<file path="src/source/aluPkg.sv">
package aluPkg;

    localparam int DataWidth = 32;
    localparam int FuncWidth = 6;
    localparam int SqrtSteps = 16;

    // Counter widths and load values for the iterative units
    localparam int DivCountWidth = $clog2(DataWidth) + 1;
    localparam int SqrtCountWidth = $clog2(SqrtSteps);
    localparam logic [DivCountWidth-1:0] DivSteps = DivCountWidth'(DataWidth);
    localparam logic [SqrtCountWidth-1:0] SqrtLast = SqrtCountWidth'(SqrtSteps - 1);

    typedef enum logic [FuncWidth-1:0] {
        IntAdd          = 6'b000000,
        IntSub          = 6'b000001,
        IntMul          = 6'b000010,
        IntSqrt         = 6'b000011,
        IntDiv          = 6'b000100,
        IntMod          = 6'b000101,
        ShiftLeftArith  = 6'b000110,
        ShiftRightArith = 6'b000111,
        CmpEq           = 6'b001000,
        CmpNe           = 6'b001001,
        CmpGt           = 6'b001010,
        CmpGe           = 6'b001011,
        LogNot          = 6'b010000,
        LogAnd          = 6'b010001,
        LogOr           = 6'b010010,
        LogXor          = 6'b010011,
        LogXnor         = 6'b010100,
        ShiftLeftLogic  = 6'b010110,
        ShiftRightLogic = 6'b010111
    } funcCodeE;

    typedef enum logic [1:0] {
        UnitSimple = 2'd0,
        UnitDiv    = 2'd1,
        UnitSqrt   = 2'd2
    } unitClassE;

    typedef enum logic {
        DivIdle,
        DivRun
    } divStateE;

    typedef enum logic {
        SqrtIdle,
        SqrtRun
    } sqrtStateE;

endpackage

</file>
<file path="src/source/aluLaunchIf.sv">
`timescale 1ns/1ps

interface aluLaunchIf;

    logic goSimple; // One-cycle pulses, at most one high
    logic goDiv;
    logic goSqrt;
    aluPkg::funcCodeE func;
    logic [aluPkg::DataWidth-1:0] opA;
    logic [aluPkg::DataWidth-1:0] opB;

    modport dispatch (output goSimple, goDiv, goSqrt, func, opA, opB);

    // Each unit only looks at its own go
    modport unit (input goSimple, goDiv, goSqrt, func, opA, opB);

    modport commit (input goSimple, goDiv, goSqrt);

endinterface

</file>
<file path="src/source/aluDispatch.sv">
`timescale 1ns/1ps

module aluDispatch (
    input  logic                           Clock,
    input  logic                           i_rstN,
    input  logic                           i_start,
    input  logic [aluPkg::FuncWidth-1:0]   i_func,
    input  logic [aluPkg::DataWidth-1:0]   i_opA,
    input  logic [aluPkg::DataWidth-1:0]   i_opB,
    input  logic                           i_busy,
    aluLaunchIf.dispatch                   launch
);

    aluPkg::unitClassE unitSel;
    logic accept;

    assign accept = i_start && !i_busy; // Starts while busy are dropped

    // Operands go straight through, units sample them on their go
    assign launch.func = aluPkg::funcCodeE'(i_func);
    assign launch.opA = i_opA;
    assign launch.opB = i_opB;

    always_comb begin
        case (launch.func)
            aluPkg::IntDiv,
            aluPkg::IntMod:  unitSel = aluPkg::UnitDiv;
            aluPkg::IntSqrt: unitSel = aluPkg::UnitSqrt;
            default:         unitSel = aluPkg::UnitSimple; // Unknown codes too
        endcase
    end

    assign launch.goSimple = accept && (unitSel == aluPkg::UnitSimple);
    assign launch.goDiv = accept && (unitSel == aluPkg::UnitDiv);
    assign launch.goSqrt = accept && (unitSel == aluPkg::UnitSqrt);

    // Busy must come back from commit right after any go
    goRaisesBusy: assert property (@(posedge Clock) disable iff (!i_rstN)
        (launch.goSimple || launch.goDiv || launch.goSqrt) |=> i_busy);

endmodule

</file>
<file path="src/source/aluSimpleOps.sv">
`timescale 1ns/1ps

module aluSimpleOps (
    input  logic                           Clock,
    input  logic                           i_rstN,
    aluLaunchIf.unit                       launch,
    output logic                           o_valid,
    output logic [aluPkg::DataWidth-1:0]   o_result
);

    logic [aluPkg::DataWidth-1:0] value;
    logic [4:0] shamt;

    assign shamt = launch.opB[4:0];

    always_comb begin
        case (launch.func)
            aluPkg::IntAdd:          value = launch.opA + launch.opB;
            aluPkg::IntSub:          value = launch.opA - launch.opB;
            aluPkg::IntMul:          value = launch.opA * launch.opB; // Low half only
            aluPkg::ShiftLeftArith:  value = launch.opA << shamt;
            aluPkg::ShiftRightArith: value = $signed(launch.opA) >>> shamt;
            aluPkg::ShiftLeftLogic:  value = launch.opA << shamt;
            aluPkg::ShiftRightLogic: value = launch.opA >> shamt;
            aluPkg::CmpEq:
                value = {{(aluPkg::DataWidth - 1){1'b0}}, launch.opA == launch.opB};
            aluPkg::CmpNe:
                value = {{(aluPkg::DataWidth - 1){1'b0}}, launch.opA != launch.opB};
            aluPkg::CmpGt:
                value = {{(aluPkg::DataWidth - 1){1'b0}},
                         $signed(launch.opA) > $signed(launch.opB)};
            aluPkg::CmpGe:
                value = {{(aluPkg::DataWidth - 1){1'b0}},
                         $signed(launch.opA) >= $signed(launch.opB)};
            aluPkg::LogNot:          value = ~launch.opA;
            aluPkg::LogAnd:          value = launch.opA & launch.opB;
            aluPkg::LogOr:           value = launch.opA | launch.opB;
            aluPkg::LogXor:          value = launch.opA ^ launch.opB;
            aluPkg::LogXnor:         value = launch.opA ~^ launch.opB;
            default:                 value = '0;
        endcase
    end

    always_ff @(posedge Clock) begin
        if (!i_rstN) begin
            o_valid <= 1'b0;
        end else begin
            o_valid <= launch.goSimple;
        end
    end

    always_ff @(posedge Clock) begin
        if (launch.goSimple) begin
            o_result <= value;
        end
    end

endmodule

</file>
<file path="src/source/aluDivider.sv">
`timescale 1ns/1ps

module aluDivider (
    input  logic                           Clock,
    input  logic                           i_rstN,
    aluLaunchIf.unit                       launch,
    output logic                           o_valid,
    output logic [aluPkg::DataWidth-1:0]   o_result
);

    aluPkg::divStateE state;
    logic [aluPkg::DivCountWidth-1:0] bitCnt;
    logic [aluPkg::DataWidth-1:0] divisor;
    logic [aluPkg::DataWidth-1:0] quotient; // Holds the dividend while shifting out
    logic [aluPkg::DataWidth-1:0] remainder;
    logic negQuot;
    logic negRem;
    logic isMod;
    logic signA;
    logic signB;
    logic [aluPkg::DataWidth:0] shifted;
    logic [aluPkg::DataWidth:0] diff;

    assign signA = launch.opA[aluPkg::DataWidth-1];
    assign signB = launch.opB[aluPkg::DataWidth-1];

    assign shifted = {remainder, quotient[aluPkg::DataWidth-1]};
    assign diff = shifted - {1'b0, divisor};

    always_ff @(posedge Clock) begin
        if (!i_rstN) begin
            state <= aluPkg::DivIdle;
            bitCnt <= '0;
            o_valid <= 1'b0;
        end else begin
            o_valid <= 1'b0;
            case (state)
                aluPkg::DivIdle: begin
                    if (launch.goDiv) begin
                        state <= aluPkg::DivRun;
                        bitCnt <= aluPkg::DivSteps;
                    end
                end
                aluPkg::DivRun: begin
                    if (bitCnt == '0) begin // Sign-fix cycle
                        state <= aluPkg::DivIdle;
                        o_valid <= 1'b1;
                    end else begin
                        bitCnt <= bitCnt - 1'b1;
                    end
                end
                default: state <= aluPkg::DivIdle;
            endcase
        end
    end

    always_ff @(posedge Clock) begin
        if (launch.goDiv) begin
            quotient <= signA ? -launch.opA : launch.opA;
            divisor <= signB ? -launch.opB : launch.opB;
            remainder <= '0;
            negQuot <= (signA ^ signB) && (launch.opB != '0); // Div by zero stays all ones
            negRem <= signA;
            isMod <= (launch.func == aluPkg::IntMod);
        end else if (state == aluPkg::DivRun && bitCnt != '0) begin
            if (!diff[aluPkg::DataWidth]) begin
                remainder <= diff[aluPkg::DataWidth-1:0];
                quotient <= {quotient[aluPkg::DataWidth-2:0], 1'b1};
            end else begin
                remainder <= shifted[aluPkg::DataWidth-1:0];
                quotient <= {quotient[aluPkg::DataWidth-2:0], 1'b0};
            end
        end else if (state == aluPkg::DivRun) begin
            if (isMod) begin
                o_result <= negRem ? -remainder : remainder;
            end else begin
                o_result <= negQuot ? -quotient : quotient;
            end
        end
    end

    noGoWhileRun: assert property (@(posedge Clock) disable iff (!i_rstN)
        launch.goDiv |-> state == aluPkg::DivIdle);

endmodule

</file>
<file path="src/source/aluIntSqrt.sv">
`timescale 1ns/1ps

module aluIntSqrt (
    input  logic                           Clock,
    input  logic                           i_rstN,
    aluLaunchIf.unit                       launch,
    output logic                           o_valid,
    output logic [aluPkg::DataWidth-1:0]   o_result
);

    aluPkg::sqrtStateE state;
    logic [aluPkg::SqrtCountWidth-1:0] stepCnt;
    logic [aluPkg::DataWidth-1:0] radicand;
    logic [aluPkg::SqrtSteps:0] rem; // Never exceeds twice the root
    logic [aluPkg::SqrtSteps-1:0] root;
    logic [aluPkg::SqrtSteps+2:0] remShift;
    logic [aluPkg::SqrtSteps+2:0] trial;
    logic [aluPkg::SqrtSteps+2:0] diff;
    logic fits;
    logic [aluPkg::SqrtSteps:0] remNext;
    logic [aluPkg::SqrtSteps-1:0] rootNext;

    // Bring down the next two radicand bits
    assign remShift = {rem, radicand[aluPkg::DataWidth-1 -: 2]};
    assign trial = {1'b0, root, 2'b01};
    assign diff = remShift - trial;
    assign fits = remShift >= trial;
    assign remNext = fits ? diff[aluPkg::SqrtSteps:0] : remShift[aluPkg::SqrtSteps:0];
    assign rootNext = {root[aluPkg::SqrtSteps-2:0], fits};

    always_ff @(posedge Clock) begin
        if (!i_rstN) begin
            state <= aluPkg::SqrtIdle;
            stepCnt <= '0;
            o_valid <= 1'b0;
        end else begin
            o_valid <= 1'b0;
            if (state == aluPkg::SqrtIdle && launch.goSqrt) begin
                state <= aluPkg::SqrtRun;
                stepCnt <= aluPkg::SqrtLast;
            end else if (state == aluPkg::SqrtRun) begin
                if (stepCnt == '0) begin
                    state <= aluPkg::SqrtIdle;
                    o_valid <= 1'b1;
                end else begin
                    stepCnt <= stepCnt - 1'b1;
                end
            end
        end
    end

    always_ff @(posedge Clock) begin
        if (launch.goSqrt) begin
            radicand <= launch.opA;
            rem <= '0;
            root <= '0;
        end else if (state == aluPkg::SqrtRun) begin
            radicand <= radicand << 2;
            rem <= remNext;
            root <= rootNext;
            if (stepCnt == '0) begin
                o_result <= {{(aluPkg::DataWidth - aluPkg::SqrtSteps){1'b0}}, rootNext};
            end
        end
    end

    noGoWhileRun: assert property (@(posedge Clock) disable iff (!i_rstN)
        launch.goSqrt |-> state == aluPkg::SqrtIdle);

endmodule

</file>
<file path="src/source/aluCommit.sv">
`timescale 1ns/1ps

module aluCommit (
    input  logic                           Clock,
    input  logic                           i_rstN,
    aluLaunchIf.commit                     launch,
    input  logic                           i_simpleValid,
    input  logic [aluPkg::DataWidth-1:0]   i_simpleResult,
    input  logic                           i_divValid,
    input  logic [aluPkg::DataWidth-1:0]   i_divResult,
    input  logic                           i_sqrtValid,
    input  logic [aluPkg::DataWidth-1:0]   i_sqrtResult,
    output logic                           o_done,
    output logic [aluPkg::DataWidth-1:0]   o_result
);

    logic anyValid;
    logic anyGo;

    assign anyValid = i_simpleValid || i_divValid || i_sqrtValid;
    assign anyGo = launch.goSimple || launch.goDiv || launch.goSqrt;

    always_ff @(posedge Clock) begin
        if (!i_rstN) begin
            o_done <= 1'b1;
            o_result <= '0;
        end else if (anyValid) begin
            o_done <= 1'b1;
            if (i_simpleValid) o_result <= i_simpleResult;
            else if (i_divValid) o_result <= i_divResult;
            else o_result <= i_sqrtResult;
        end else if (anyGo) begin
            o_done <= 1'b0; // Running until a unit reports back
        end
    end

    // A unit may only finish an operation that was accepted
    validWhileBusy: assert property (@(posedge Clock) disable iff (!i_rstN)
        anyValid |-> !o_done && $onehot0({i_simpleValid, i_divValid, i_sqrtValid}));

endmodule

</file>
<file path="src/source/aluCore.sv">
`timescale 1ns/1ps

module aluCore (
    input  logic                           Clock,
    input  logic                           i_rstN,
    input  logic                           i_start,
    input  logic [aluPkg::FuncWidth-1:0]   i_func,
    input  logic [aluPkg::DataWidth-1:0]   i_opA,
    input  logic [aluPkg::DataWidth-1:0]   i_opB,
    output logic                           o_done,
    output logic [aluPkg::DataWidth-1:0]   o_result
);

    logic simpleValid;
    logic divValid;
    logic sqrtValid;
    logic [aluPkg::DataWidth-1:0] simpleResult;
    logic [aluPkg::DataWidth-1:0] divResult;
    logic [aluPkg::DataWidth-1:0] sqrtResult;

    aluLaunchIf launch ();

    aluDispatch u_dispatch (
        .Clock   (Clock),
        .i_rstN  (i_rstN),
        .i_start (i_start),
        .i_func  (i_func),
        .i_opA   (i_opA),
        .i_opB   (i_opB),
        .i_busy  (~o_done), // Done low means an operation is running
        .launch  (launch)
    );

    aluSimpleOps u_simpleOps (
        .Clock    (Clock),
        .i_rstN   (i_rstN),
        .launch   (launch),
        .o_valid  (simpleValid),
        .o_result (simpleResult)
    );

    aluDivider u_divider (
        .Clock    (Clock),
        .i_rstN   (i_rstN),
        .launch   (launch),
        .o_valid  (divValid),
        .o_result (divResult)
    );

    aluIntSqrt u_intSqrt (
        .Clock    (Clock),
        .i_rstN   (i_rstN),
        .launch   (launch),
        .o_valid  (sqrtValid),
        .o_result (sqrtResult)
    );

    aluCommit u_commit (
        .Clock          (Clock),
        .i_rstN         (i_rstN),
        .launch         (launch),
        .i_simpleValid  (simpleValid),
        .i_simpleResult (simpleResult),
        .i_divValid     (divValid),
        .i_divResult    (divResult),
        .i_sqrtValid    (sqrtValid),
        .i_sqrtResult   (sqrtResult),
        .o_done         (o_done),
        .o_result       (o_result)
    );

endmodule

</file>
<file path="config.mk">
export PLATFORM = sky130hd
export DESIGN_NAME = aluCore
export DESIGN_NICKNAME = d
export VERILOG_FILES = /design/src/source/aluPkg.sv /design/src/source/aluLaunchIf.sv /design/src/source/aluDispatch.sv /design/src/source/aluSimpleOps.sv /design/src/source/aluDivider.sv /design/src/source/aluIntSqrt.sv /design/src/source/aluCommit.sv /design/src/source/aluCore.sv
export SDC_FILE = /design/constraint.sdc
export NUM_CORES = 2
export LEC_CHECK = 0
export BUFFER_PORTS_ARGS = -buffer_cell sky130_fd_sc_hd__buf_2
export CAP_MARGIN = 20
export CORE_MARGIN = 4
export CORE_UTILIZATION = 30
export CTS_CLUSTER_DIAMETER = 120
export DETAILED_ROUTE_END_ITERATION = 10
export HOLD_SLACK_MARGIN = 0.08
export SYNTH_ARGS = -nofsm -noshare
export SYNTH_HDL_FRONTEND = slang
export SYNTH_SLANG_ARGS = --single-unit
</file>
<file path="constraint.sdc">
create_clock -name Clock -period 13.4 [get_ports Clock]
set_input_delay 2.01 -clock Clock [delete_from_list [all_inputs] [get_ports Clock]]
set_output_delay 2.01 -clock Clock [all_outputs]
set_load 0.1 [all_outputs]
</file>
After elaboration in Yosys (flattened, before gate mapping)
Cells that the tools add are included.
{ "word_totals": {"rom_bits": 0, "inputBits": 73, "ff_bits": 292, "out_inout_bits": 33, "mem_count": 0, "wordCells": 135, "ram_bits": 0, "latchBits": 0} }
{ "op_classes": {"n_eq_ne": 25, "bitwise_logic": 12, "mul": 1, "n_lt_le_gt_ge": 3, "reduce_logical": 29, "muxes": 30, "n_addsub": 10, "n_div": 0, "shifts": 3} }
{ "ops": {"columns": ["operator", "count"], "rows": [
  ["one-hot mux 32 bit (15 select lines)", 1],
  ["2-to-1 mux 32 bit", 11],
  ["negation 32 bit", 4],
  ["equality test 6 x 5 -> 1 bit, second input constant", 7],
  ["subtractor 33 x 32 -> 33 bit", 1],
  ["adder 32 bit", 1],
  ["bitwise AND 32 bit", 1],
  ["equality test 32 bit", 1],
  [">= comparator 32 bit", 1],
  ["greater-than comparator 32 bit", 1],
  ["multiplier 32 x 32 -> 32 bit", 1],
  ["inequality test 32 bit", 1],
  ["NOT 32 bit", 1],
  ["bitwise OR 32 bit", 1],
  ["nonzero test 32 bit", 1],
  ["left shift 32 x 5 -> 32 bit", 1],
  ["right shift 32 x 5 -> 32 bit", 1],
  [">>> shifter 32 x 5 -> 32 bit", 1],
  ["subtractor 32 bit", 1],
  ["XNOR 32 bit", 1],
  ["XOR 32 bit", 1],
  ["2-to-1 mux 31 bit", 1],
  ["equality test 6 x 3 -> 1 bit, second input constant", 4],
  ["equality test 6 x 4 -> 1 bit, second input constant", 4],
  ["other kinds (30)", 64]
]} }

Longest topological paths before layout
{ "depth": {"depth_word": 8, "depth_mapped": 31, "depth_no_buf": 27} }

Modules after synthesis
From an unflattened synthesis, not the netlist that was laid out.
{ "hier_totals": {"cells_unflattened": 4939, "hier_area_um2": 41468.5} }
{ "by_module_without_submodules": {"columns": ["mod", "n_inst", "seq_area_each_um2", "cells_per_inst", "area_each_um2"], "rows": [
  ["aluSimpleOps", 1, 980.9, 3157, 24707.4],
  ["aluDivider", 1, 3773.6, 1077, 9649.3],
  ["aluIntSqrt", 1, 2222.1, 437, 4652.0],
  ["aluCommit", 1, 660.6, 188, 1873.0],
  ["aluDispatch", 1, 0.0, 79, 583.1],
  ["aluCore", 1, 0.0, 1, 3.8]
]} }

Worst setup path after synthesis
OpenSTA, ideal clock, no wires.
{ "synth_path": {"kind": "in2reg", "from": "input port i_opB[2] (netlist bit)", "to": "register u_simpleOps.o_result[29] (netlist bit) (data pin)", "path_slack_ps": 3658, "required_time_ps": 13135, "t_arrival_ps": 9477, "cell_stages": 27, "setup_ps": 265, "n_path_buf": 4, "cell_sequence": "inv_1 > clkbuf_1 > clkbuf_1 > clkbuf_1 > clkbuf_1 > nor2_1 > fa_1 > inv_1 > fa_1 > fa_1 > fa_1 > inv_1 > fa_1 > inv_1 > fa_1 > inv_1 > fa_1 > fa_1 > ha_1 > a21o_1 > a21o_1 > a21oi_1 > a31oi_1 > a31oi_1 > or2_2 > a21oi_1 > or3_1"} }
{ "synth_between": {"elab_chain_len": 2, "word_cells_on_any_way": 7, "classes_between": "add/sub: 2; mul: 1; shift: 3; mux: 1"} }
{ "synth_lines": {"columns": ["element", "line", "source"], "rows": [
  ["start, declared", "aluCore.sv:9", "input logic [aluPkg::DataWidth-1:0] i_opB,"],
  ["multiplier 32 x 32 -> 32 bit (tied with other cells)", "aluSimpleOps.sv:20", "aluPkg::IntMul: value = launch.opA * launch.opB;"],
  ["one-hot mux 32 bit (15 select lines) *", "aluSimpleOps.sv:17", "case (launch.func)"],
  ["via u_simpleOps.value, one bit", "aluSimpleOps.sv:11", "logic [aluPkg::DataWidth-1:0] value;"],
  ["end signal, assigned", "aluSimpleOps.sv:54", "o_result <= value;"],
  ["end, declared", "aluSimpleOps.sv:8", "output logic [aluPkg::DataWidth-1:0] o_result"]
]} }
Mark *: on every way through the listed nets, which the timed path passes. The rest lies on a longest branch.
A chain may end at the register's enable or synchronous reset.

Final worst setup path
{ "layout_path": {"from": "input port i_opA[10] (netlist bit)", "to": "register u_simpleOps.o_result[29] (netlist bit) (data pin)"} }
{ "layout_between": {"elab_chain_len": 2, "word_cells_on_any_way": 7, "classes_between": "add/sub: 2; mul: 1; shift: 3; mux: 1"} }
{ "layout_lines": {"columns": ["element", "line", "source"], "rows": [
  ["start, declared", "aluCore.sv:8", "input logic [aluPkg::DataWidth-1:0] i_opA,"],
  ["multiplier 32 x 32 -> 32 bit (tied with other cells)", "aluSimpleOps.sv:20", null],
  ["one-hot mux 32 bit (15 select lines) *", "aluSimpleOps.sv:17", null],
  ["via u_simpleOps.value, one bit", "aluSimpleOps.sv:11", null]
]} }
Marks and branches as above.

==> run metrics <==
commonest non-fill, non-tap cell in the layout sky130_fd_sc_hd__nor2_1; CTS H-tree depth 2; detailed placement HPWL ~130 mm; Pre-Repair DR Iteration Count 7; highest-count cells in the layout ignoring fill and taps sky130_fd_sc_hd__nor2_1, sky130_fd_sc_hd__inv_1, sky130_fd_sc_hd__nand2_1; Worst setup SP type input pin; skew final 0.02635 ns; Vias per Instance between 5 and 6; Max clock buf depth 3; post-synth design cell area 39970 um^2; post-synth net total 5604; Starting Density between 30% and 40%; post-detailed-route count of antenna-violating nets 0; Slew headroom 26.06%; critical path endpoint category flip-flop; number of buffers created by CTS 36; most frequent cell on the critical path sky130_fd_sc_hd__fa_1; Resized Gates After CTS 0; clock latency on the worst-skew pair roughly 0.57 ns; count of clock tree sinks between 200 and 300; final-layout setup total negative slack 0 ns; post-CTS clock slew at the launch and capture registers of the worst setup and hold paths 0.06 ns; core region area 132000 um^2; hold buffers post-CTS 0; number of setup violations in the final report 0; kind of path behind the tightest hold check reg -> reg; unrepaired setup endpoints after global routing false; vias 37430; arrival time at the worst endpoint ~10 ns; Total Wirelength between 150 and 200 mm; number of flops mapped to enable cells by yosys 179; DIE AREA 139200 um^2; series of cell instances along the critical path buf_2 > clkinv_1 > nor2_1 > fa_1 > fa_1 > fa_1 > inv_1 > fa_1 > inv_1 > fa_1 > inv_1 > fa_1 > inv_1 > fa_1 > fa_1 > ha_1 > nand2_1 > a2111oi_0 > nand2_1 > a31oi_1 > o21ai_0 > nand3_1 > a21oi_1 > or3_1; Highest Clock Rate just over 100 MHz; global placement routability congestion 1.044; number of hold-slack violations in the final timing report 0; maximum number of pins on one net before global-route repair 99; leading post-synthesis cells by cell area sky130_fd_sc_hd__fa_1, sky130_fd_sc_hd__edfxtp_1, sky130_fd_sc_hd__ha_1, sky130_fd_sc_hd__nor2_1, sky130_fd_sc_hd__dfxtp_1; Chip Height 373.0 um; buffers added on ports about 110; Area Growth Syn to Fin 8.614%; antenna violations before repair 16; per-cell routed wire length 26.60 um; Max Cap Viol 0; Period Utilization, post-route 74.03%; number of buffers added for setup after CTS 0; Net count, final 5512; count of synthesis-stage warnings from yosys 0; largest area contributor in the netlist sky130_fd_sc_hd__fa_1; layout cells sized above 1 ~7%; critical setup path kind in -> reg; required time of the critical path 13.70 ns; clk root buf sky130_fd_sc_hd__clkbuf_16; slew at the pin with the worst max-slew slack 1.105 ns; critical-path maximum fanout 19; fraction of synthesis flops using an asynchronous set or reset pin 0%; synthesized netlist cell count about 4800; remaining global-route overflow 0; clock period minus worst slack 9.920 ns; slowest cell delay on critical path 0.87 ns; status finished, final reports clean; CTS tree done; Primary FF master, synth sky130_fd_sc_hd__edfxtp_1; number of global-route vias before repair 36800; final max-slew violation count 0; Synth top area share 20.58%; width of the die 373.0 um; FF+latch count, synth 292; top-level port count 106; post-synthesis sequential area ratio 19.11%; final routed DRC violation total 0; total number of placement rows 133; cell at the slowest stage of the critical path sky130_fd_sc_hd__clkinv_1; gr usage total 24.20%; average footprint of a synthesized cell 8.254 um^2; wire length of the first global-routing pass about 250 mm; drt initial violations about 4300; count of different cell masters after synthesis 78
metal layers:
metal | up-vias | GRT usage [%] | routed length [um]
met1 | 18460 | 31.33 | 68150
li1 | 16160 | - | -
met3 | 547 | 6.881 | 20480
met4 | 16 | 12.00 | 10350
met2 | 2246 | 36.96 | 74850
met5 | - | 0 | 116
worst paths after layout:
kind / start / endpoint / slack, ns / cells after the start
worst max-delay path: i_opA[10] / u_simpleOps.o_result[29] / 3.48 / 24
worst min-delay path: u_commit.o_result[29] / u_commit.o_result[29] / 0.45 / 2
worst max register to register: u_divider.quotient[31] / u_divider.remainder[15] / 8.75 / 13
worst min register to register: u_commit.o_result[29] / u_commit.o_result[29] / 0.45 / 2
stage by stage:
stage               utilization [%]  instances  setup slack, ns  hold WS [ns]  area [um^2]
floorplan                         -       4843            3.658        0.4474        39970
global placement              31.96       6466            3.239        0.4383        42180
detailed placement            31.96       6467            3.130        0.4379        42180
CTS                           32.88       6533            3.695        0.4509        43400
global route                  32.89       6535            3.156        0.4830        43410
finish                        32.90       6540            3.480        0.4466        43420
area by class of cell:
class                   count  area (um^2)
fillers                 13830        88540
clock inverters            17        186.4
clock buffers              49         1028
well taps                1755         2196
repair buffers            187         1159
flip-flops and latches    292         7640
inverters                 551         2068
diodes                      6        15.01
multi-input cells        3683        29130
cell families after synthesis:
| kind of cell | count (synthesis) | synth area share (%) |
|---|---|---|
| AO/OA/AOI/OAI | 1094 | 17.08 |
| multiplexers | 144 | 4.564 |
| flip-flops | 292 | 19.11 |
| buffers and inverters | 868 | 8.166 |
| AND/OR/NAND/NOR | 1500 | 16.20 |
| adder cells (fa/ha/maj) | 688 | 29.25 |
| XOR/XNOR | 257 | 5.631 |
critical path, delay by kind of cell:
family          cells  cell delay, ns
fa+ha+maj           9            4.23
buf+inv             6            1.52
simple gates        5            1.16
compound gates      4            1.26
Yosys cell counts (all sizes together) (26+ instances only):
cell	instances
nor2	652
nand2	491
nor3	64
a21o	53
or3	36
dfxtp	113
xor2	67
ha	277
a21oi	289
mux2i	108
a22oi	32
edfxtp	179
clkbuf	248
nand4	29
nand2b	28
a211oi	41
o21ai	318
o31ai	41
a31oi	36
buf	69
o21a	31
mux4	30
fa	411
o22ai	45
inv	535
xnor2	190
nand3	60
nor2b	26
o211ai	30
sequential cells by signal, summed over array words and instances (netlist names), 17 cells and up:
name,count
u_divider.divisor,32
u_commit.o_result,32
u_intSqrt.rem,17
u_simpleOps.o_result,32
u_divider.o_result,32
u_divider.remainder,32
u_divider.quotient,32
u_intSqrt.radicand,32
Power is not shown: default switching activity piles up to over one toggle a cycle in this logic, so the estimate is an artifact.
